===== src/hw/soc_pkg.sv =====
package soc_pkg;

  ////////////////////
  // Bus and address map

  localparam int xlen = 32;
  localparam int bram_depth = 10; // Word address bits.

  localparam logic [xlen-1:0] uart_base_addr = 32'h1000_0000;
  localparam logic [xlen-1:0] uart_top_addr = uart_base_addr + 32'd16;
  localparam logic [xlen-1:0] clint_base_addr = 32'h0200_0000;
  localparam logic [xlen-1:0] clint_top_addr = clint_base_addr + 32'h1_0000;

  ////////////////////
  // UART

  localparam logic [xlen-1:0] uart_data_offset = 32'h0;
  localparam logic [xlen-1:0] uart_status_offset = 32'h4;
  localparam int clks_per_bit = 8; // Short bit time for simulation.
  localparam int clks_cnt_w = $clog2(clks_per_bit);

  typedef enum logic [1:0] {tx_idle, tx_start, tx_data, tx_stop} uart_tx_state_e;
  typedef enum logic [1:0] {rx_idle, rx_start, rx_data, rx_stop} uart_rx_state_e;

  ////////////////////
  // CLINT

  localparam logic [xlen-1:0] clint_msip_offset = 32'h0;
  localparam logic [xlen-1:0] clint_mtimecmp_lo_offset = 32'h4000;
  localparam logic [xlen-1:0] clint_mtimecmp_hi_offset = 32'h4004;
  localparam logic [xlen-1:0] clint_mtime_lo_offset = 32'hBFF8;
  localparam logic [xlen-1:0] clint_mtime_hi_offset = 32'hBFFC;

  localparam int rtc_divider = 4; // clk cycles per mtime tick.
  localparam int rtc_cnt_w = $clog2(rtc_divider);

endpackage

===== src/hw/bus_decoder.sv =====
`timescale 1ns/1ps

module bus_decoder import soc_pkg::*; (
  input  logic                  mem_valid,
  input  logic [xlen-1:0]       mem_addr,
  input  logic [xlen-1:0]       mem_wdata,
  input  logic [xlen/8-1:0]     mem_wstrb,
  output logic [xlen-1:0]       mem_rdata,
  output logic                  mem_ready,
  output logic                  bram_valid,
  output logic [bram_depth-1:0] bram_index,
  input  logic [xlen-1:0]       bram_rdata,
  input  logic                  bram_ready,
  output logic                  uart_valid,
  output logic [xlen-1:0]       uart_offset,
  input  logic [xlen-1:0]       uart_rdata,
  input  logic                  uart_ready,
  output logic                  clint_valid,
  output logic [xlen-1:0]       clint_offset,
  input  logic [xlen-1:0]       clint_rdata,
  input  logic                  clint_ready,
  output logic [xlen-1:0]       wdata,
  output logic [xlen/8-1:0]     wstrb
);
  logic in_uart;
  logic in_clint;

  assign in_uart = (mem_addr >= uart_base_addr) && (mem_addr < uart_top_addr);
  assign in_clint = (mem_addr >= clint_base_addr) && (mem_addr < clint_top_addr);

  assign uart_valid = mem_valid && in_uart;
  assign clint_valid = mem_valid && in_clint;
  assign bram_valid = mem_valid && !in_uart && !in_clint; // Everything else aliases BRAM.

  assign uart_offset = mem_addr ^ uart_base_addr;
  assign clint_offset = mem_addr ^ clint_base_addr;
  assign bram_index = mem_addr[bram_depth+1:2];
  assign wdata = mem_wdata;
  assign wstrb = mem_wstrb;

  always_comb begin
    mem_ready = bram_ready || uart_ready || clint_ready;
    if (bram_ready) begin
      mem_rdata = bram_rdata;
    end else if (uart_ready) begin
      mem_rdata = uart_rdata;
    end else if (clint_ready) begin
      mem_rdata = clint_rdata;
    end else begin
      mem_rdata = '0;
    end
  end

  // Targets answer independently, so only one may be active at a time.
  always_comb begin
    a_one_valid: assert #0 ($onehot0({bram_valid, uart_valid, clint_valid}))
      else $error("More than one target valid");
    a_one_ready: assert #0 ($onehot0({bram_ready, uart_ready, clint_ready}))
      else $error("More than one target ready");
  end

endmodule


===== config.mk =====
export PLATFORM = sky130hd
export DESIGN_NAME = bus_decoder
export DESIGN_NICKNAME = d
export VERILOG_FILES = /design/src/hw/soc_pkg.sv /design/src/hw/bus_decoder.sv
export SDC_FILE = /design/constraint.sdc
export NUM_CORES = 1
export LEC_CHECK = 0
export ABC_AREA = 1
export ABC_CLOCK_PERIOD_IN_PS = 2000
export BUFFER_PORTS_ARGS = -buffer_cell sky130_fd_sc_hd__buf_2
export CORE_AREA = 5 5 120 122
export DETAILED_ROUTE_END_ITERATION = 10
export DIE_AREA = 0 0 125 127
export SLEW_MARGIN = 10
export SYNTH_ARGS = -nofsm -noshare
export SYNTH_HDL_FRONTEND = slang
export SYNTH_SLANG_ARGS = --single-unit

===== constraint.sdc =====
create_clock -name vclk -period 2
set_input_delay 0.2 -clock vclk [all_inputs]
set_output_delay 0.2 -clock vclk [all_outputs]
set_load 0.01 [all_outputs]

Word level (Yosys, flattened, before mapping)
Cells that the tools add are included.

word-level totals
  register bits = 0
  output and inout port bits = 146
  word-level logic and storage cells = 19

operators by class
  magnitude comparators = 4
  mux-type cells = 3
  bitwise operators = 2
  reductions and logical operators = 10

operators with widths
  cell                                                                            count
  32-bit 2-to-1 mux                                                               3
  32-bit by 26-bit >= comparator with 1-bit output, second input constant         1
  32-bit by 29-bit >= comparator with 1-bit output, second input constant         1
  32-bit by 26-bit less-than comparator with 1-bit output, second input constant  1
  32-bit by 29-bit less-than comparator with 1-bit output, second input constant  1
  1-bit logical AND                                                               6
  1-bit zero test                                                                 2
  1-bit logical OR                                                                2
  1-bit NOT                                                                       2

Depth between registers and ports, before layout
  depth in word-level cells = 5
  mapped depth = 6
  depth with buffers taken out = 6

Worst setup path after synthesis
OpenSTA, ideal clock, no wires.

  path type = in2out
  start = input mem_addr[26]
  end = output uart_valid
  arrival time = 820 ps
  setup slack = 980 ps
  stages on the path = 4
  path buffers = 0
  cell sequence = or2_1 -> nor2_2 -> nand3_2 -> nor3_2

between the ends
  cells in the longest elaborated chain, start to end = 3
  elaborated cells between the ends (all ways) = 4
  classes of those cells = order compare (2); reduce/logical (2)

ends and longest elaborated chain
  what                                                                                                                                line               text
  from (decl)                                                                                                                         bus_decoder.sv:5   input logic [xlen-1:0] mem_addr,
  32-bit by 29-bit >= comparator with 1-bit output / 32-bit by 29-bit less-than comparator with 1-bit output (equally long branches)  bus_decoder.sv:28  assign in_uart = (mem_addr >= uart_base_addr) && (mem_addr < uart_top_addr);
  1-bit logical AND (*)                                                                                                               bus_decoder.sv:28
  1-bit logical AND (*)                                                                                                               bus_decoder.sv:31  assign uart_valid = mem_valid && in_uart;
  to (decl)                                                                                                                           bus_decoder.sv:14  output logic uart_valid,

Mark *: on every way between the ends. The rest lies on a longest branch, timed or not.

Worst setup path after layout
  start = input uart_ready
  end = output mem_rdata[27]

between the ends
  cells in the longest elaborated chain, start to end = 2

ends and longest elaborated chain
  what               line               text
  from (decl)        bus_decoder.sv:17  input logic uart_ready,
  32-bit 2-to-1 mux  bus_decoder.sv:45  end else if (uart_ready) begin
  32-bit 2-to-1 mux  bus_decoder.sv:43  if (bram_ready) begin
  to (decl)          bus_decoder.sv:8   output logic [xlen-1:0] mem_rdata,

No other way between the ends.

==> impl_results.md <==
- Outcome: finished, final reports clean
- Mux contribution to synthesized area: 0%
- Placed insts: 575
- Row count: 42
- Hold Crit Class: primary input to output port
- Number of vias per cell: 3.972
- Syn Std Cell Area: 1913 um^2
- Critical Path Max Stage Delay: 0.31 ns
- Most common cell after layout, fill and taps aside: buf_2
- Fin Setup TNS: 0 ns
- Synth Area in Compound Gates: 16.74%
- Fmax: 0.7280 GHz
- Setup repair after global routing missed its margin: false
- Pwr Total: 521.9 uW
- Fin. Hold Viols: 0
- Critical path arrival: 1.17 ns
- Post-cts resize count: 0
- Finished Layout Cells: 575
- WP data required: 1.80 ns
- Final setup vio count: 0
- Pwr Density: 223.9 nW/um^2
- Num ports: 314
- Total die area: 15880 um^2
- # diodes: 0
- Path type of the worst setup path: primary input to output port
- Relative slew slack: 70.63%
- Worst Setup End Kind: output port
- Hold_sp: mem_wdata[15]
- Hold endpoint: wdata[15]
- Global-route wire length before repair: 11900 um
- Post-route antenna net violation count: 0
- Worst vdd ir: 163.7 uV
- Buffers added on ports: 228
- Vias: 2284
- Worst path slowest cell: buf_4
- Worst-margin pin slew: 0.4400 ns
- Syn nets: 461
- Antenna violations before repair: 0
- Largest net degree at the start of global routing: 34
- DRC violations left: 0
- Crit path time final: 1.374 ns
- Xor/xnor cell area share of the yosys netlist: 0%
- Detailed placer's ending HPWL: 7088 um
- Global route overflow: 0
- Number of global-route vias before repair: 2291
- Post-CTS setup buffer count: 0
- Synth Area per Inst: 6.529 um^2
- Post-synthesis sequential area ratio: 0%
- Cts hold-fix bufs: 0
- Routed len/inst: 13.93 um
- Die Ht: 127 um
- Synth cell types: 17
- Worst setup SP type: primary input
- CLK BUF: 0
- Leakage dissipation: 1.219 nW
- Fin crit share: 68.68%
- Final slew viol count: 0
- Core area: 13090 um^2
- CP cell instances: buf_2 -> buf_4 -> a21oi_1 -> a21oi_1 -> buf_2
- DRT iter0 DRCs: 63
- Placed inst area: 2331 um^2
- Seq cells: 0
- FF+latch area: 0 um^2
- Largest family of logic cells by synthesized area: buffers and inverters
- Post-Synth Simple-Gate Area: 30.41%
- # nets final: 569
- WL final: 8007 um
- Fillers: 1514
- Mapped Cells: 293
- Fin area: 2331 um^2
- Die width: 125 um
- Starting density of the core: 14.62%
- Max Fanout on Critical Path: 23
- Post-Synth Adder-Cell Area: 0%
- Hold path depth: 0
- Synth Warn #: 0
- Tot GR Track Use: 8.932%
- Max cap viols: 0
- Drt first pass iters: 4
- Layout cell share with drive strength beyond 1: 67.17%
- GPL Wtd Cong: 0.8788
- P&R area growth vs syn: 21.84%
- Most frequent cells in the layout: buf_2 (228), a21oi_1 (64), nor2_1 (49)
## through the flow
stage	hold WS [ns]	worst slack [ns]	util [%]
after floorplan	0.4435	0.9797	-
after global placement	0.4001	0.6427	17.81
after detailed placement	0.4001	0.6349	17.81
after CTS	0.4001	0.6348	17.81
after global routing	0.4000	0.5210	17.81
final	0.4000	0.6264	17.81
## how the worst max path moves through the flow
stage                               end  slack (ns)          from  cells after the start
after global placement     mem_rdata[8]        0.64    bram_ready                      5
after floorplan              uart_valid        0.98  mem_addr[26]                      4
after CTS                 mem_rdata[27]        0.63    uart_ready                      5
after detailed placement  mem_rdata[31]        0.63    uart_ready                      5
final                     mem_rdata[27]        0.63    uart_ready                      5
after global routing      mem_rdata[30]        0.52    uart_ready                      5
## worst max-delay path, delay by kind of cell
family	cells	cell delay [ns]
AOI/OAI and AO/OA	2	0.27
buffers and inverters	3	0.70
## per-layer routing
metal  global-route usage [%]  up-vias  part of all wire, %
met5                        0        -                    0
met4                    1.658        0                  2.1
met3                    3.715       15                   15
met2                    17.27      221                   50
met1                    9.038      977                   33
li1                         -     1071                    -
## synthesized netlist by cell type
cell	n	area share, %
clkbuf_4	1	0.39
nand2_1	9	1.8
buf_6	4	2.4
nor2_1	49	9.6
nand3_2	30	16
nor3_1	1	0.26
nand3_1	4	1.0
inv_1	3	0.59
buf_12	3	3.1
nor2_2	2	0.65
buf_2	5	1.3
buf_4	113	44
clkinv_4	1	0.46
or2_1	1	0.33
a21oi_1	64	17
clkinv_2	1	0.26
nor3_2	2	1.0
## cells by family (layout without fill, tap and decap cells)
| logic type | after synthesis | after routing |
|---|---|---|
| buffers and inverters | 131 | 237 |
| AND/OR/NAND/NOR | 98 | 98 |
| AO/OA/AOI/OAI | 64 | 64 |
## power by group
group,total (mW),internal (mW),switching (mW)
clock network,0,0,0
registers,0,0,0
logic,0.522,0.233,0.289
total,0.522,0.233,0.289
## final cells by class
cell class	instances	area [um^2]	area share, %
repair buffers	232	1184	50.78
multi-input cells	162	902.1	38.70
inverters	5	25.02	1.074
well taps	176	220.2	9.447
Note: power is estimated with default switching activity, not from simulation.
