## src/hw/soc_pkg.sv

```systemverilog
package soc_pkg;

  ////////////////////
  // Bus and address map

  localparam int xlen = 32;
  localparam int bram_depth = 10; // Word address bits.

  localparam logic [xlen-1:0] uart_base_addr = 32'h1000_0000;
  localparam logic [xlen-1:0] uart_top_addr = uart_base_addr + 32'd16;
  localparam logic [xlen-1:0] clint_base_addr = 32'h0200_0000;
  localparam logic [xlen-1:0] clint_top_addr = clint_base_addr + 32'h1_0000;

  ////////////////////
  // UART

  localparam logic [xlen-1:0] uart_data_offset = 32'h0;
  localparam logic [xlen-1:0] uart_status_offset = 32'h4;
  localparam int clks_per_bit = 8; // Short bit time for simulation.
  localparam int clks_cnt_w = $clog2(clks_per_bit);

  typedef enum logic [1:0] {tx_idle, tx_start, tx_data, tx_stop} uart_tx_state_e;
  typedef enum logic [1:0] {rx_idle, rx_start, rx_data, rx_stop} uart_rx_state_e;

  ////////////////////
  // CLINT

  localparam logic [xlen-1:0] clint_msip_offset = 32'h0;
  localparam logic [xlen-1:0] clint_mtimecmp_lo_offset = 32'h4000;
  localparam logic [xlen-1:0] clint_mtimecmp_hi_offset = 32'h4004;
  localparam logic [xlen-1:0] clint_mtime_lo_offset = 32'hBFF8;
  localparam logic [xlen-1:0] clint_mtime_hi_offset = 32'hBFFC;

  localparam int rtc_divider = 4; // clk cycles per mtime tick.
  localparam int rtc_cnt_w = $clog2(rtc_divider);

endpackage
```

## src/hw/uart.sv

```systemverilog
`timescale 1ns/1ps

module uart import soc_pkg::*; (
  input  logic              clk,
  input  logic              arst_n,
  input  logic              valid,
  input  logic [xlen-1:0]   offset,
  input  logic [xlen-1:0]   wdata,
  input  logic [xlen/8-1:0] wstrb,
  input  logic              rx,
  output logic [xlen-1:0]   rdata,
  output logic              ready,
  output logic              tx
);
  uart_tx_state_e        tx_state;
  logic [clks_cnt_w-1:0] tx_cnt;
  logic [2:0]            tx_bit;
  logic [7:0]            tx_shift;
  uart_rx_state_e        rx_state;
  logic [clks_cnt_w-1:0] rx_cnt;
  logic [2:0]            rx_bit;
  logic [7:0]            rx_shift;
  logic [7:0]            rx_byte;
  logic                  rx_full;
  logic [1:0]            rx_sync;
  logic                  tx_busy;
  logic                  data_wr;
  logic                  data_rd;
  logic                  accept;
  logic                  tx_last;
  logic                  rx_last;

  assign tx_busy = tx_state != tx_idle;
  assign data_wr = valid && (|wstrb) && (offset == uart_data_offset);
  assign accept = valid && !ready && !(data_wr && tx_busy); // Hold off writes mid frame.
  assign data_rd = accept && !(|wstrb) && (offset == uart_data_offset);
  assign tx_last = tx_cnt == clks_cnt_w'(clks_per_bit - 1);
  assign rx_last = rx_cnt == clks_cnt_w'(clks_per_bit - 1);

  ////////////////////
  // Register access

  always_ff @(posedge clk or negedge arst_n) begin
    if (!arst_n) begin
      ready <= 1'b0;
    end else begin
      ready <= accept;
    end
  end

  always_ff @(posedge clk) begin
    if (accept) begin
      rdata <= '0;
      if (!(|wstrb) && offset == uart_data_offset) begin
        rdata[7:0] <= rx_byte;
      end else if (!(|wstrb) && offset == uart_status_offset) begin
        rdata[1:0] <= {rx_full, tx_busy};
      end
    end
  end

  ////////////////////
  // Transmitter

  always_ff @(posedge clk or negedge arst_n) begin
    if (!arst_n) begin
      tx_state <= tx_idle;
      tx_cnt <= '0;
      tx_bit <= '0;
      tx_shift <= '0;
      tx <= 1'b1;
    end else begin
      tx_cnt <= tx_last ? '0 : tx_cnt + 1'b1;
      case (tx_state)
        tx_idle: begin
          tx_cnt <= '0;
          if (accept && data_wr) begin
            tx_state <= tx_start;
            tx_shift <= wdata[7:0];
            tx <= 1'b0; // Start bit.
          end
        end
        tx_start: begin
          if (tx_last) begin
            tx_state <= tx_data;
            tx_bit <= '0;
            tx <= tx_shift[0];
            tx_shift <= tx_shift >> 1;
          end
        end
        tx_data: begin
          if (tx_last && tx_bit == 3'd7) begin
            tx_state <= tx_stop;
            tx <= 1'b1;
          end else if (tx_last) begin
            tx_bit <= tx_bit + 1'b1;
            tx <= tx_shift[0];
            tx_shift <= tx_shift >> 1;
          end
        end
        default: begin
          if (tx_last) begin
            tx_state <= tx_idle;
          end
        end
      endcase
    end
  end

  ////////////////////
  // Receiver

  always_ff @(posedge clk or negedge arst_n) begin
    if (!arst_n) begin
      rx_sync <= 2'b11;
      rx_state <= rx_idle;
      rx_cnt <= '0;
      rx_bit <= '0;
      rx_shift <= '0;
      rx_byte <= '0;
      rx_full <= 1'b0;
    end else begin
      rx_sync <= {rx_sync[0], rx};
      rx_cnt <= rx_cnt + 1'b1;
      if (data_rd) begin
        rx_full <= 1'b0;
      end
      case (rx_state)
        rx_idle: begin
          rx_cnt <= '0;
          if (!rx_sync[1]) begin
            rx_state <= rx_start;
          end
        end
        rx_start: begin
          if (rx_cnt == clks_cnt_w'(clks_per_bit/2 - 1)) begin // Middle of start bit.
            rx_cnt <= '0;
            rx_bit <= '0;
            rx_state <= rx_sync[1] ? rx_idle : rx_data;
          end
        end
        rx_data: begin
          if (rx_last) begin
            rx_shift <= {rx_sync[1], rx_shift[7:1]}; // LSB first.
            rx_bit <= rx_bit + 1'b1;
            if (rx_bit == 3'd7) begin
              rx_state <= rx_stop;
            end
          end
        end
        default: begin
          if (rx_last) begin
            rx_state <= rx_idle;
            if (rx_sync[1]) begin
              rx_byte <= rx_shift;
              rx_full <= 1'b1; // New byte wins over a clearing read.
            end
          end
        end
      endcase
    end
  end

  a_tx_idle_high: assert property (@(posedge clk) disable iff (!arst_n)
    !tx_busy |-> tx);

  // An acknowledged data write has just started a fresh frame.
  a_no_ready_busy: assert property (@(posedge clk) disable iff (!arst_n)
    (ready && data_wr) |-> (tx_state == tx_start && tx_cnt == '0));

endmodule

```

## config.mk

```make
export PLATFORM = sky130hd
export DESIGN_NAME = uart
export DESIGN_NICKNAME = d
export VERILOG_FILES = /design/src/hw/soc_pkg.sv /design/src/hw/uart.sv
export SDC_FILE = /design/constraint.sdc
export NUM_CORES = 1
export LEC_CHECK = 0
export ABC_CLOCK_PERIOD_IN_PS = 2780
export BUFFER_PORTS_ARGS = -buffer_cell sky130_fd_sc_hd__buf_2
export CORE_MARGIN = 2
export CORE_UTILIZATION = 49
export DETAILED_ROUTE_END_ITERATION = 8
export PLACE_DENSITY = 0.8
export SETUP_SLACK_MARGIN = 0.1
export SLEW_MARGIN = 0
export SYNTH_ARGS = -nofsm -noshare
export SYNTH_HDL_FRONTEND = slang
export SYNTH_SLANG_ARGS = --single-unit
```

## constraint.sdc

```tcl
create_clock -name clk -period 2.78 [get_ports clk]
set_input_delay 0.139 -clock clk [delete_from_list [all_inputs] [get_ports clk]]
set_output_delay 0.139 -clock clk [all_outputs]
set_load 0.05 [all_outputs]
```

# --- Word-level counts from Yosys, hierarchy flattened ---
# Index checks and enable logic that the tools add are counted.
totals:
  ff_bits: 53
  latch_bits: 0
  ram_bits: 0
  rom_bits: 0
  in_bits: 72
  output_inout_bits: 34
  elab_cells: 109
  n_memories: 0
op_classes:
  n_addsub: 4
  multipliers: 0
  div: 0
  order_cmp: 0
  n_eq_ne: 19
  shift: 0
  mux: 37
  n_bitwise: 1
  n_reduce_logical: 33
op_table:
  columns: ["op", "n"]
  rows:
  - ["== test 32 x 3 -> 1 bit, second input constant", 1]
  - ["zero test 32 bit", 1]
  - ["two-way mux 2 bit", 12]
  - ["two-way mux 3 bit", 8]
  - ["two-way mux 8 bit", 3]
  - ["case mux 8 bit (3 select lines)", 1]
  - ["inequality test 2 bit, second input constant", 9]
  - ["case mux 3 bit (2 select lines)", 3]
  - ["adder 3 x 1 -> 3 bit, second input constant", 4]
  - ["== test 3 bit, second input constant", 4]
  - ["case mux 2 bit (3 select lines)", 2]
  - ["logical AND 1 bit", 11]
  - ["AND reduction 3 bit", 3]
  - ["nonzero test 3 bit", 3]
  - ["AND reduction 4 bit", 2]
  - ["two-way mux 1 bit", 7]
  - ["nonzero test 2 bit", 3]
  - ["AND reduction 5 bit", 1]
  - ["== test 2 x 1 -> 1 bit, second input constant", 2]
  - ["== test 2 bit, second input constant", 2]
  - ["zero test 2 bit", 2]
  - ["AND reduction 2 bit", 2]
  - ["OR reduction 4 bit", 1]
  - ["== test 3 x 2 -> 1 bit, second input constant", 1]
  - ["other kinds (4)", 6]

# --- Logic depth before layout (Yosys ltp) ---
depth:
  ltp_word: 12
  mapped_depth: 9
  depth_no_buf: 7

# --- Worst setup path before layout ---
# No wires, ideal clock.
synth_timing:
  path_type: "flip-flop to flip-flop"
  start: "register tx_cnt[0]"
  end: "register tx_shift[7]"
  setup_ps: 122
  t_arrival_ps: 1826
  required_time_ps: 2658
  path_slack_ps: 833
  path_stages_with_launch: 9
  n_path_buf: 1
  synth_period_minus_slack_ps: 1947
  cell_sequence: "dfrtp_1 > ha_1 > ha_1 > inv_1 > o21bai_1 > nor2_1 > or2_1 > buf_4 > a32o_1"
synth_via:
  elab_chain_len: 4
  word_cells_on_any_way: 7
  cone_classes: "2 x eq/ne; 3 x mux; 2 x reduce/logical"
synth_rtl:
  columns: ["item", "line", "rtl"]
  rows:
  - ["start: declaration", "uart.sv:16", "logic [clks_cnt_w-1:0] tx_cnt;"]
  - ["start signal: assignment", "uart.sv:73", "tx_cnt <= tx_last ? '0 : tx_cnt + 1'b1;"]
  - ["== test 3 bit *", "uart.sv:37", "assign tx_last = tx_cnt == clks_cnt_w'(clks_per_bit - 1);"]
  - ["two-way mux 8 bit or logical AND 1 bit (tied branches)", null, null]
  - ["two-way mux 8 bit or inequality test 2 bit (tied branches)", null, null]
  - ["case mux 8 bit (3 select lines) or AND reduction 3 bit (tied branches)", null, null]
  - ["end signal: assignment", "uart.sv:79", "tx_shift <= wdata[7:0];"]
  - ["end signal: assignment", "uart.sv:88", "tx_shift <= tx_shift >> 1;"]
  - ["end signal: assignment", "uart.sv:98", "tx_shift <= tx_shift >> 1;"]
  - ["end: declaration", "uart.sv:18", "logic [7:0] tx_shift;"]
# Mark *: on every way between the ends. The rest lies on a longest branch, timed or not. The select of a mux whose other input is x is not followed.
# A chain may end at the register's enable or synchronous reset.

# --- Final worst setup path ---
# Ends and elaborated chain as after synthesis.

==> impl_metrics.csv <==
group,metric,value,unit
grt,first_global_vias,1993,
floorplanning,die_w,80.04,µm
logic_synthesis,ys_warn_count,0,
sta,skew,0.01104,ns
power,fin_total_pwr,1.711,mW
finish,synthToLayoutAreaGrowth,12.76,%
sta,fmax,453.5,MHz
logic_synthesis,synth_area,2833,µm²
sta,finalHoldViolCount,30,
finish,final-seq-area,1370,µm²
sta,finalSetupViolations,0,
power,cellLeakagePower,1.578,nW
sta,fin_crit,2.205,ns
clocking,clk_pin_slew_worst_paths,0.11,ns
job,maxCapViolCount,0,
detailed_routing,postRouteAntennaNets,0,
clocking,post_cts_resized,0,
logic_synthesis,synth_edf_count,8,
logic_synthesis,syn_inst,260,
logic_synthesis,synth_area_leaders,"dfrtp_1 37%, edfxtp_1 8.5%, buf_4 6.9%, mux2_2 6.4%, ha_1 6.2%",
logic_synthesis,syn_area_per_cell,10.90,µm²
detailed_routing,wl,5079,µm
sta,tns,0,ns
detailed_routing,wl_per_cell,12.99,µm
clocking,clk_latency,0.31,ns
placement,dpl.hpwl,3754,µm
sta,rsz0062_at_grt,"false",
min_path,hold_class,"in -> async",
sta,relSlewSlack,34.01,%
logic_synthesis,synthArstFlopShare,84.91,%
worst_setup_path,required,2.98,ns
clocking,clkSinkCount,53,
worst_setup_path,crit_type,"reg -> reg",
detailed_routing,detail_route.drc_violations,0,
finish,fin_nets,404,
worst_setup_path,critPathMaxFanout,8,
floorplanning,die_area,6406,µm²
sta,finalCritPeriodShare,79.31,%
clocking,cts_tree,"built",
finish,design_area,3194,µm²
logic_synthesis,yosys.area.top_type,"dfrtp_1",
grt,antenna_found_initial,0,
logic_synthesis,yosys_register_bits,53,
power,p_per_area,535.7,nW/µm²
logic_synthesis,synth-seq-area-share,48.37,%
finish,drive_above_1_share,29.47,%
sta,fin_ws,0.5751,ns
worst_setup_path,worstPathArrival,2.40,ns
finish,fill_cells,509,
detailed_routing,drt_iter0_drc,99,
finish,multiInputGateArea,1270,µm²
placement,port_buffers,57,
logic_synthesis,yosysMostFrequentCell,"dfrtp_1",
worst_setup_path,startpoint,"tx_cnt[0]$_DFF_PN0_",
worst_setup_path,crit_path_end_kind,"flop",
clocking,cts_buffers,5,
floorplanning,boundaryPins,106,
logic_synthesis,yosysTopAreaCellShare,37.10,%
logic_synthesis,synth.distinct_cells,44,
floorplanning,rows,27,
outcome,status,"finished with violations",
floorplanning,die_h,80.04,µm
worst_setup_path,r2r-start,"tx_cnt[0]$_DFF_PN0_",
clocking,ctsLongestPathBuffers,2,
placement,place_area,3090,µm²
logic_synthesis,synth_ff_type,"dfrtp_1",
logic_synthesis,synth_commonest_cells,"42 x dfrtp_1, 26 x buf_4, 16 x inv_1, 16 x mux2_2, 15 x nor2_1",
grt,grt_overflow,0,
outcome,violations,"hold timing",
placement,preCtsSetupSlack,0.6149,ns
grt,grt_util_all_layers,16.86,%
clocking,holdBufCountCts,1,
grt,grt_pass1_wl,8659,µm
detailed_routing,first_pass_iters,4,
sta,finalMaxSlewViolations,0,
sta,whs,-0.01152,ns
finish,num_antenna_cells,0,
clocking,clk_root_buffer_cell,"clkbuf_8",
detailed_routing,vias,2039,
sta,tightestPinTransition,0.9898,ns
floorplanning,initial_core_util,51.13,%
power,max-vdd-ir-drop,293.4,µV
worst_setup_path,cp-start-kind,"flop",
clocking,htree_levels,2,
detailed_routing,routed_via_density,5.215,
clocking,post-cts-setup-buffer-count,0,
floorplanning,fp.coreArea,5540,µm²
grt,grt_max_degree,46,
placement,gp_congestion,0.8486,
==> power breakdown <==
part	internal [mW]	total, mW	switching, mW
combinational	0.119	0.320	0.201
clock	0.183	0.452	0.269
sequential	0.867	0.939	0.0726
==> placed cells by master, fill, tap and decap left out, types with 8 or more instances in the layout <==
master / instances
o21ai_0: 10
dfrtp_1: 42
edfxtp_1: 8
nor2_1: 15
buf_2: 57
nand2_1: 14
conb_1: 24
mux2_2: 16
ha_1: 14
a21oi_1: 9
inv_1: 16
==> metrics by stage <==
step	utilization, %	cells
final	57.66	391
after global routing	57.66	391
after CTS	57.66	391
after detailed placement	55.78	382
after global placement	55.78	382
after floorplan	-	283
==> worst paths after layout <==
kind | to | slack (ns) | cells after the start
worst max register to register | tx_shift[7]$_DFFE_PN0P_ | 0.58 | 7
max in group asynchronous | rx_shift[7]$_DFFE_PN0P_ | 2.18 | 1
min in group clk | tx_shift[7]$_DFFE_PN0P_ | 0.09 | 2
worst min-delay path | rx_byte[1]$_DFFE_PN0P_ | -0.01 | 1
worst max-delay path | tx_shift[7]$_DFFE_PN0P_ | 0.58 | 7
worst min register to register | rx_sync[1]$_DFF_PN1_ | 0.36 | 0
==> sequential cells by signal (all words and copies together) (netlist names) <==
name and cells:
rdata 8, rx_byte 8, rx_shift 8, tx_shift 8
rx_bit 3, rx_cnt 3, tx_bit 3, tx_cnt 3
rx_state 2, rx_sync 2, tx_state 2, ready 1
rx_full 1, tx 1
==> final cells by class <==
type                            count  area share (%)
Tap cell                           72           2.820
Timing Repair Buffer               60           9.714
Clock inverter                      3          0.7834
Sequential cell                    53           42.89
Multi-Input combinational cell    182           39.76
Clock buffer                        5           2.154
Inverter                           16           1.880
==> critical path: stages, from the launching register on <==
cell and delay [ns]:
dfrtp_1 0.37, ha_1 0.16, ha_1 0.32, inv_1 0.21
o21bai_1 0.32, nor2_1 0.10, or2_1 0.33, a32o_1 0.30
==> cells by family after synthesis <==
| group | synth area share [%] |
|---|---|
| compound gates | 12.94 |
| mux | 7.774 |
| fa+ha+maj | 6.184 |
| buf+inv | 9.850 |
| flops | 48.37 |
| simple gates | 14.75 |
| other cells | 0.1324 |
==> per-layer routing <==
layer | wire (µm) | GRT usage [%] | vias up
met3 | 221 | 3.281 | 2
met4 | 15 | 4.068 | 0
li1 | - | - | 999
met5 | 0 | 0 | -
met1 | 2221 | 21.13 | 983
met2 | 2621 | 29.83 | 55
No activity file was read; power rests on OpenSTA's default activity.
