[config.mk]
export PLATFORM = sky130hd
export DESIGN_NAME = clint
export DESIGN_NICKNAME = d
export VERILOG_FILES = /design/src/hw/soc_pkg.sv /design/src/hw/clint.sv
export SDC_FILE = /design/constraint.sdc
export NUM_CORES = 1
export LEC_CHECK = 0
export BUFFER_PORTS_ARGS = -buffer_cell sky130_fd_sc_hd__buf_2
export CORE_MARGIN = 3
export CORE_UTILIZATION = 57
export CTS_BUF_LIST = sky130_fd_sc_hd__clkbuf_16
export DETAILED_ROUTE_END_ITERATION = 12
export PLACE_DENSITY = 0.86
export SLEW_MARGIN = 20
export SYNTH_ARGS = -nofsm -noshare
export SYNTH_HDL_FRONTEND = slang
export SYNTH_SLANG_ARGS = --single-unit
export TNS_END_PERCENT = 10
[constraint.sdc]
create_clock -name clk -period 4.3 [get_ports clk]
set_input_delay 1.075 -clock clk [delete_from_list [all_inputs] [get_ports clk]]
set_output_delay 1.075 -clock clk [all_outputs]
set_load 0.05 [all_outputs]
[src/hw/soc_pkg.sv]
package soc_pkg;

  ////////////////////
  // Bus and address map

  localparam int xlen = 32;
  localparam int bram_depth = 10; // Word address bits.

  localparam logic [xlen-1:0] uart_base_addr = 32'h1000_0000;
  localparam logic [xlen-1:0] uart_top_addr = uart_base_addr + 32'd16;
  localparam logic [xlen-1:0] clint_base_addr = 32'h0200_0000;
  localparam logic [xlen-1:0] clint_top_addr = clint_base_addr + 32'h1_0000;

  ////////////////////
  // UART

  localparam logic [xlen-1:0] uart_data_offset = 32'h0;
  localparam logic [xlen-1:0] uart_status_offset = 32'h4;
  localparam int clks_per_bit = 8; // Short bit time for simulation.
  localparam int clks_cnt_w = $clog2(clks_per_bit);

  typedef enum logic [1:0] {tx_idle, tx_start, tx_data, tx_stop} uart_tx_state_e;
  typedef enum logic [1:0] {rx_idle, rx_start, rx_data, rx_stop} uart_rx_state_e;

  ////////////////////
  // CLINT

  localparam logic [xlen-1:0] clint_msip_offset = 32'h0;
  localparam logic [xlen-1:0] clint_mtimecmp_lo_offset = 32'h4000;
  localparam logic [xlen-1:0] clint_mtimecmp_hi_offset = 32'h4004;
  localparam logic [xlen-1:0] clint_mtime_lo_offset = 32'hBFF8;
  localparam logic [xlen-1:0] clint_mtime_hi_offset = 32'hBFFC;

  localparam int rtc_divider = 4; // clk cycles per mtime tick.
  localparam int rtc_cnt_w = $clog2(rtc_divider);

endpackage
[src/hw/clint.sv]
`timescale 1ns/1ps

module clint import soc_pkg::*; (
  input  logic              clk,
  input  logic              arst_n,
  input  logic              valid,
  input  logic [xlen-1:0]   offset,
  input  logic [xlen-1:0]   wdata,
  input  logic [xlen/8-1:0] wstrb,
  output logic [xlen-1:0]   rdata,
  output logic              ready,
  output logic              msip,
  output logic              mtip,
  output logic [63:0]       mtime
);
  logic [rtc_cnt_w-1:0] tick_cnt;
  logic                 tick;
  logic [63:0]          mtimecmp;
  logic                 accept;
  logic                 wr;
  logic                 mtime_wr;

  assign tick = tick_cnt == rtc_cnt_w'(rtc_divider - 1);
  assign accept = valid && !ready;
  assign wr = accept && (|wstrb); // Any strobe writes the full word.
  assign mtime_wr = wr && (offset == clint_mtime_lo_offset || offset == clint_mtime_hi_offset);

  always_ff @(posedge clk or negedge arst_n) begin
    if (!arst_n) begin
      ready <= 1'b0;
      tick_cnt <= '0;
      msip <= 1'b0;
      mtip <= 1'b0;
      mtime <= '0;
      mtimecmp <= '1;
    end else begin
      ready <= accept;
      tick_cnt <= tick ? '0 : tick_cnt + 1'b1;
      mtip <= mtime >= mtimecmp;
      if (tick) begin
        mtime <= mtime + 64'd1;
      end
      if (wr) begin
        case (offset)
          clint_msip_offset:        msip <= wdata[0];
          clint_mtimecmp_lo_offset: mtimecmp[31:0] <= wdata;
          clint_mtimecmp_hi_offset: mtimecmp[63:32] <= wdata;
          clint_mtime_lo_offset:    mtime <= {mtime[63:32], wdata}; // Overrides the tick.
          clint_mtime_hi_offset:    mtime <= {wdata, mtime[31:0]};
          default: ;
        endcase
      end
    end
  end

  always_ff @(posedge clk) begin
    if (accept) begin
      case (offset)
        clint_msip_offset:        rdata <= {{(xlen-1){1'b0}}, msip};
        clint_mtimecmp_lo_offset: rdata <= mtimecmp[31:0];
        clint_mtimecmp_hi_offset: rdata <= mtimecmp[63:32];
        clint_mtime_lo_offset:    rdata <= mtime[31:0];
        clint_mtime_hi_offset:    rdata <= mtime[63:32];
        default:                  rdata <= '0;
      endcase
    end
  end

  a_mtime_monotonic: assert property (@(posedge clk) disable iff (!arst_n)
    !mtime_wr |=> mtime >= $past(mtime));

endmodule

### Word-level counts from Yosys, hierarchy flattened

Index checks and enable logic that the tools add are counted.

| word-level totals | value |
|---|---|
| output and inout bits | 99 |
| memory bits (read-only) | 0 |
| register bits | 165 |
| RAM bits | 0 |
| memories kept | 0 |
| bits in latches | 0 |
| word-level logic and storage cells | 32 |

| cells by class | value |
|---|---|
| divide/modulo/power cells | 0 |
| bitwise gates (word level) | 0 |
| reduce and logical (&&, ||, !) cells | 8 |
| $mul | 0 |
| magnitude comparators | 1 |
| muxes and demuxes | 5 |
| shift-type cells | 0 |
| eq/ne operators | 7 |
| add/subtract/negate cells | 2 |

Operators by type and width:

| cell | count |
|---|---|
| case mux 32 bit (5 select lines) | 1 |
| 2-to-1 mux 64 bit | 2 |
| case mux 64 bit (2 select lines) | 1 |
| adder 64 x 1 -> 64 bit (second input constant) | 1 |
| equality test 32 x 15 -> 1 bit (second input constant) | 2 |
| equality test 32 x 16 -> 1 bit (second input constant) | 2 |
| >= comparator 64 bit | 1 |
| logical NOT 32 bit | 1 |
| AND reduction 2 bit | 3 |
| != test 2 bit (second input constant) | 2 |
| OR reduction 4 bit | 1 |
| adder 2 x 1 -> 2 bit (second input constant) | 1 |
| equality test 2 bit (second input constant) | 1 |
| logical AND 1 bit | 2 |
| 2-to-1 mux 2 bit | 1 |
| logical NOT 1 bit | 1 |

### Logic depth before layout (Yosys ltp)

Gate-level depths: netlist (run 1).

| logic depth | value |
|---|---|
| depth in word-level cells | 4 |
| gate-level depth with buffers | 10 |
| mapped depth without buffers | 9 |

### Worst setup path before layout (run 1)

Ideal clock, no wire load.

| timing | value |
|---|---|
| path kind | in2reg |
| start | in valid |
| end | reg mtime[10] |
| data arrival time | 4.186 ns |
| slack | -0.009 ns |
| required time | 4.177 ns |
| setup time | 0.123 ns |
| stages on the path | 9 |
| buffers on the path | 3 |
| path through | nor2b_1 o41a_1 nor4bb_1 buf_2 and2_1 clkbuf_1 buf_2 nor2_1 o221a_2 |

| on the way | value |
|---|---|
| word-level cells in the longest chain between the ends | 3 |
| elaborated cells between the ends (all ways) | 4 |
| classes of those cells | 1 x eq/ne; 1 x mux; 2 x reduce/logical |

Ends and longest elaborated chain:

| item | line | source |
|---|---|---|
| from (decl) | clint.sv:6 | `input logic valid,` |
| logical AND 1 bit (*) | clint.sv:24 | `assign accept = valid && !ready;` |
| logical AND 1 bit (*) | clint.sv:25 | `assign wr = accept && (\|wstrb);` |
| != test 2 bit (no source line) or 2-to-1 mux 64 bit (tied branches) | - |  |
| to (signal assigned) | clint.sv:41 | `mtime <= mtime + 64'd1;` |
| to (signal assigned) | clint.sv:48 | `clint_mtime_lo_offset: mtime <= {mtime[63:32], wdata};` |
| to (signal assigned) | clint.sv:49 | `clint_mtime_hi_offset: mtime <= {wdata, mtime[31:0]};` |
| to (decl) | clint.sv:14 | `output logic [63:0] mtime` |

Every way passes the cells marked *; elsewhere a longest branch is shown, timed or not.
A chain may end at the register's enable or synchronous reset.

### Worst setup path in the final report (run 1)

| timing | value |
|---|---|
| start | in offset[9] |
| end | reg mtime[10] |

| on the way | value |
|---|---|
| word-level cells in the longest chain between the ends | 3 |
| elaborated cells between the ends (all ways) | 5 |
| classes of those cells | 3 x eq/ne; 2 x mux |

Ends and longest elaborated chain:

| item | line | source |
|---|---|---|
| from (decl) | clint.sv:7 | `input logic [xlen-1:0] offset,` |
| equality test 32 x 16 -> 1 bit | clint.sv:44 | `case (offset)` |
| case mux 64 bit (2 select lines) | clint.sv:44 |  |
| 2-to-1 mux 64 bit | clint.sv:43 | `if (wr) begin` |

Parallel ways exist; a longest one is shown, timed or not.

==> metrics.cfg, run 1 <==
[global_routing]
first_global_vias = 9018
antenna_found_initial = 0
grt_max_degree = 77
grt_pass1_wl_um = 46800
track_usage_pct = 29.7
overflow = 0

[cts]
ctsResizeCount = 0
cts_root_buf = clkbuf_16
cts_setup_buffers = 0
cts_num_sinks = 165
h-tree-depth = 4
ctsLongestPathBuffers = 2
cts_tree = done
hold_buffers = 0
cts_buffers = 17
cts.clk_slew.worst_paths_ns = 0.06
clock_latency_ns = 0.44

[flow_run]
maxCapViolations = 0

[timing]
min_period_ns = 3.21
max-slew-margin-rel_pct = 44.7
fin_skew_ns = 0.00897
fmax_ghz = 0.311
setup_viol = 0
setup_slack_ns = 1.09
worstMarginPinSlew_ns = 0.823
finalCritPeriodShare_pct = 74.7
rsz0062_at_grt = false
hold_viol = 0
drv_slew = 0
fin_tns_setup_ns = 0
holdWs_ns = 0.434

[pwr]
switching_share_pct = 23.1
internal_power_mw = 2.56
vdd_drop_max_mv = 0.273
p_clk_share_pct = 45.7
power.share.combinational_pct = 5.9
p_sw_mw = 0.769
seq_power_share_pct = 48.5
leakage_nw = 5.02
power_density_nw_per_um2 = 284

[floorplan]
die_y_um = 139
ioPinCount = 170
row_count = 47
die-area_um2 = 19200
die-width_um = 139
start_util_pct = 59.3
coreArea_um2 = 16900

[setup_path]
cp.arrival_ns = 3.54
critical_path_class = in -> reg
critPathRequiredTime_ns = 4.62
crit_chain = buf_2 -> nand4_1 -> nor4_1 -> nor4bb_4 -> and2_1 -> buf_4 -> nor2_1 -> o221a_2
cp-start-kind = input port
cp_num_buf_inv = 2
worstPathMaxFanout = 17
r2r_setup_slack_ns = 1.22
cp_slowest_cell = nor4bb_4
max_stage_delay_ns = 0.64
crit_path_end_kind = register
critPathTopFamily = simple AND/OR/NAND/NOR gates

[placed_design]
dp_hpwl_um = 19900
pre_cts_ws_ns = 0.679
place.gp.congestion = 0.882
io_buffers = 169

[synth]
synth_area_leaders = dfrtp_1, dfstp_2, edfxtp_1, ha_1, mux2_2
synth_flop_cell = dfrtp_1
netlist_area_um2 = 10000
synth_edf_count = 32
ys_ff_latch = 165
yosys_warnings = 0
async_flop_share_pct = 80.6
yosysSeqAreaShare_pct = 43.5
synth_top_area_share_pct = 17.2
synth_nets = 1155
avgSynthCellArea_um2 = 9.86
synthCells = 1018
yosys.area.top_type = dfrtp_1
ys_types = 62

[final_layout]
layout.cells.most_common = buf_2
antenna_cells = 0
fill_cells = 1266
num-nets-final = 1313
syn2layout_area_growth_pct = 16.8
drive_gt1_share_pct = 30.2
mostFrequentLayoutCells = buf_2, nor2_1, nand2_1

[detailed_routing]
post_drt_wl_per_cell_um = 20.3
wirelength_um = 28600
vias = 9029
dr.pass1.iters = 5
drc = 0
vias_per_cell = 6.41
ant_nets = 0
drtIter0Drc = 1227

[worst_hold_path]
hp-class = reg -> reg

[outcome]
status = finished clean

Yosys cell counts, types with 2 or more instances:
master,n
a211o_1,7
a211oi_1,23
a21o_1,3
a21oi_1,68
a221oi_1,3
a311oi_1,3
a31oi_1,5
and2_0,2
and2_1,6
and3_1,13
and4_1,13
buf_1,9
buf_2,8
clkbuf_1,30
dfrtp_1,69
dfstp_2,64
edfxtp_1,32
ha_1,66
inv_1,68
mux2_2,65
mux2i_1,65
nand2_1,74
nand2b_1,3
nand3_1,29
nand4_1,25
nand4_4,2
nor2_1,103
nor2b_1,3
nor3_1,14
nor3b_1,2
nor4_1,10
o211ai_1,4
o21a_1,6
o21ai_0,39
o221a_2,4
o22ai_1,43
o31ai_1,4
o32ai_1,7
power by group through the flow:
stage / Clock, mW / Sequential (mW) / Combinational, mW
3_5_place_dp: 0 / 1.64 / 0.196
5_1_grt: 1.60 / 1.62 / 0.208
2_1_floorplan: 0 / 1.69 / 0.0424
6_report: 1.52 / 1.61 / 0.195
3_3_place_gp: 0 / 1.64 / 0.194
4_1_cts: 1.53 / 1.61 / 0.197
logic make-up (layout without fill, tap and decap cells):
group,count (synthesis),after routing,synth area share [%]
multiplexers,130,130,13.8
buffers and inverters,116,287,4.45
AND/OR/NAND/NOR,309,309,15.3
AO/OA/AOI/OAI,232,232,14.7
flip-flops,165,165,43.5
adder cells (fa/ha/maj),66,66,8.22
per-layer routing:
metal | vias up | GRT usage (%) | share of wire, %
met5 | - | 0 | 0
met4 | 0 | 14.2 | 3.3
met3 | 95 | 5.48 | 9.1
met2 | 560 | 47.2 | 47
met1 | 4288 | 39.6 | 41
li1 | 4086 | - | -
state kept, by name, summed over array words and instances (netlist names):
register / cells
mtime: 64
mtimecmp: 64
rdata: 32
tick_cnt: 2
msip: 1
mtip: 1
ready: 1
final timing paths:
| check | start | to | cells after the start |
|---|---|---|---|
| max in group asynchronous | arst_n | mtimecmp[31] | 2 |
| hold / removal | tick_cnt[0] | tick_cnt[0] | 1 |
| min in group asynchronous | arst_n | mtip | 1 |
| hold reg to reg | tick_cnt[0] | tick_cnt[0] | 1 |
| setup reg to reg | mtime[9] | mtime[54] | 7 |
| setup / recovery | offset[9] | mtime[10] | 8 |
cell type report:
cell class,count,area [um^2],share of cell area (%)
Timing Repair Buffer,187,998,8.51
Tap cell,220,275,2.35
Sequential cell,165,4370,37.3
Clock buffer,17,425,3.63
Multi-Input combinational cell,737,5260,44.8
Inverter,68,255,2.18
Clock inverter,15,149,1.27
per-stage QoR:
stage / total power, mW / std cells / utilization [%] / cell area (um^2)
4_1_cts: 3.34 / 1409 / 69.2 / 11700
5_1_grt: 3.42 / 1409 / 69.2 / 11700
6_report: 3.33 / 1409 / 69.2 / 11700
3_3_place_gp: 1.84 / 1377 / 65.9 / 11200
3_5_place_dp: 1.84 / 1377 / 65.9 / 11200
2_1_floorplan: 1.73 / 1018 / - / 10000
Power figures use the tool's default switching activity.
==> run 2: changes to the inputs <==
==> constraint.sdc (replaced) <==
create_clock -name clk -period 3.3 [get_ports clk]
set_input_delay 0.825 -clock clk [delete_from_list [all_inputs] [get_ports clk]]
set_output_delay 0.825 -clock clk [all_outputs]
set_load 0.05 [all_outputs]
==> metrics.cfg, run 2 (synthesis results as in run 1) <==
[pwr]
power_density_nw_per_um2 = 378
vdd_drop_max_mv = 0.367
leakage_nw = 5.12

[setup_path]
cp_num_buf_inv = 0
crit_chain = ha_1 -> and4_1 -> nand4_1 -> nor3_4 -> nand4_1 -> nor3_1 -> nor3_1 -> a211oi_1
cp.arrival_ns = 3.37
cp_slowest_cell = nor3_4
worstPathMaxFanout = 9
cp-start-kind = register
critical_path_class = reg -> reg
crit_path_end_kind = register
critPathTopFamily = simple AND/OR/NAND/NOR gates
critPathRequiredTime_ns = 3.64
max_stage_delay_ns = 0.52

[detailed_routing]
vias = 9210
post_drt_wl_per_cell_um = 20.7
dr.pass1.iters = 8
vias_per_cell = 6.45
wirelength_um = 29600
ant_nets = 0
drc = 0
drtIter0Drc = 1136

[timing]
fmax_ghz = 0.330
fin_tns_setup_ns = 0
hold_viol = 0
fin_skew_ns = 0.00563
drv_slew = 0
rsz0062_at_grt = false
setup_viol = 0
max-slew-margin-rel_pct = 48.7
worstMarginPinSlew_ns = 0.763
finalCritPeriodShare_pct = 91.9
min_period_ns = 3.03

[floorplan]
ioPinCount = 170
coreArea_um2 = 16900
die_y_um = 139
die-area_um2 = 19200
row_count = 47
start_util_pct = 59.3
die-width_um = 139

[final_layout]
syn2layout_area_growth_pct = 18.9
antenna_cells = 0
layout.cells.most_common = buf_2
num-nets-final = 1332
fin_util_pct = 70.5
drive_gt1_share_pct = 31.7
largestRegisters = mtime (64), mtimecmp (64), rdata (32)
mostFrequentLayoutCells = buf_2, nor2_1, nand2_1

[flow_run]
maxCapViolations = 0

[cts]
cts_setup_buffers = 0
ctsLongestPathBuffers = 2
cts_root_buf = clkbuf_16
cts_buffers = 17
cts_num_sinks = 165
hold_buffers = 0
cts_tree = done
h-tree-depth = 4
clock_latency_ns = 0.43
cts.clk_slew.worst_paths_ns = 0.07
ctsResizeCount = 0

[global_routing]
top_usage_layer = met2
use_met2_pct = 51.7
grt_max_degree = 56
track_usage_pct = 30.6
antenna_found_initial = 0
use_met1_pct = 39.4
grt_pass1_wl_um = 48200
overflow = 0
first_global_vias = 9299
grt_util_met3_pct = 6.17

[placed_design]
place.gp.congestion = 0.939
io_buffers = 169
dp_hpwl_um = 21300

[outcome]
status = finished clean

[worst_hold_path]
hp-class = in -> async

run 2: changes by cell type in the layout (fill, tap and decap cells not counted):
cell        delta
inv_6          +2
bufinv_16      +1
clkinv_4       +4
buf_4         +18
buf_12         +1
clkinv_1       -2
inv_1          -3
clkinvlp_4     +1
clkinv_2       -3
run 2: layout make-up:
cell class / instances / area, um^2
clock buffers: 17 / 425
clock inverters: 15 / 205
fillers: 1202 / 5000
inverters: 68 / 255
multi-input cells: 737 / 5260
flip-flops and latches: 165 / 4370
well taps: 220 / 275
repair buffers: 206 / 1150
run 2: worst register-to-register path, delay by kind of cell (launching register included):
| family | cells | cell delay (ns) |
|---|---|---|
| and+or+nand+nor | 6 | 2.04 |
| DFF | 1 | 0.36 |
| adders and majority gates | 1 | 0.28 |
| AOI/OAI and AO/OA | 1 | 0.25 |
run 2: path summary, 6_finish.rpt:
| check | startpoint | end | slack, ns | cells past startpoint |
|---|---|---|---|---|
| hold / removal | arst_n | mtime[16] | 0.33 | 1 |
| max in group asynchronous | arst_n | mtimecmp[63] | 2.25 | 2 |
| min in group clk | tick_cnt[0] | tick_cnt[0] | 0.44 | 1 |
| setup reg to reg | tick_cnt[0] | mtime[49] | 0.27 | 8 |
| hold reg to reg | tick_cnt[0] | tick_cnt[0] | 0.44 | 1 |
| setup / recovery | tick_cnt[0] | mtime[49] | 0.27 | 8 |
run 2: metal layers:
layer | wire length [um] | vias up
li1 | - | 4122
met5 | 0 | -
met3 | 2580 | 80
met1 | 11800 | 4498
met2 | 14400 | 510
met4 | 827 | 0
run 2: where the power goes:
group,internal (mW),switching (mW),total [mW]
logic,0.0757,0.184,0.260
registers,2.10,0.00436,2.10
clock network,1.27,0.879,2.15
run 2: per-stage QoR:
step | std cells | hold WS (ns) | total power [mW] | cell area [um^2] | setup WS (ns)
CTS | 1428 | 0.343 | 4.51 | 11900 | 0.361
global route | 1428 | 0.366 | 4.61 | 11900 | 0.0591
global placement | 1396 | 0.416 | 2.40 | 11300 | 0.304
detailed placement | 1396 | 0.425 | 2.40 | 11300 | 0.224
finish | 1428 | 0.330 | 4.51 | 11900 | 0.267
floorplan | 1018 | 0.403 | 2.26 | 10000 | 0.271
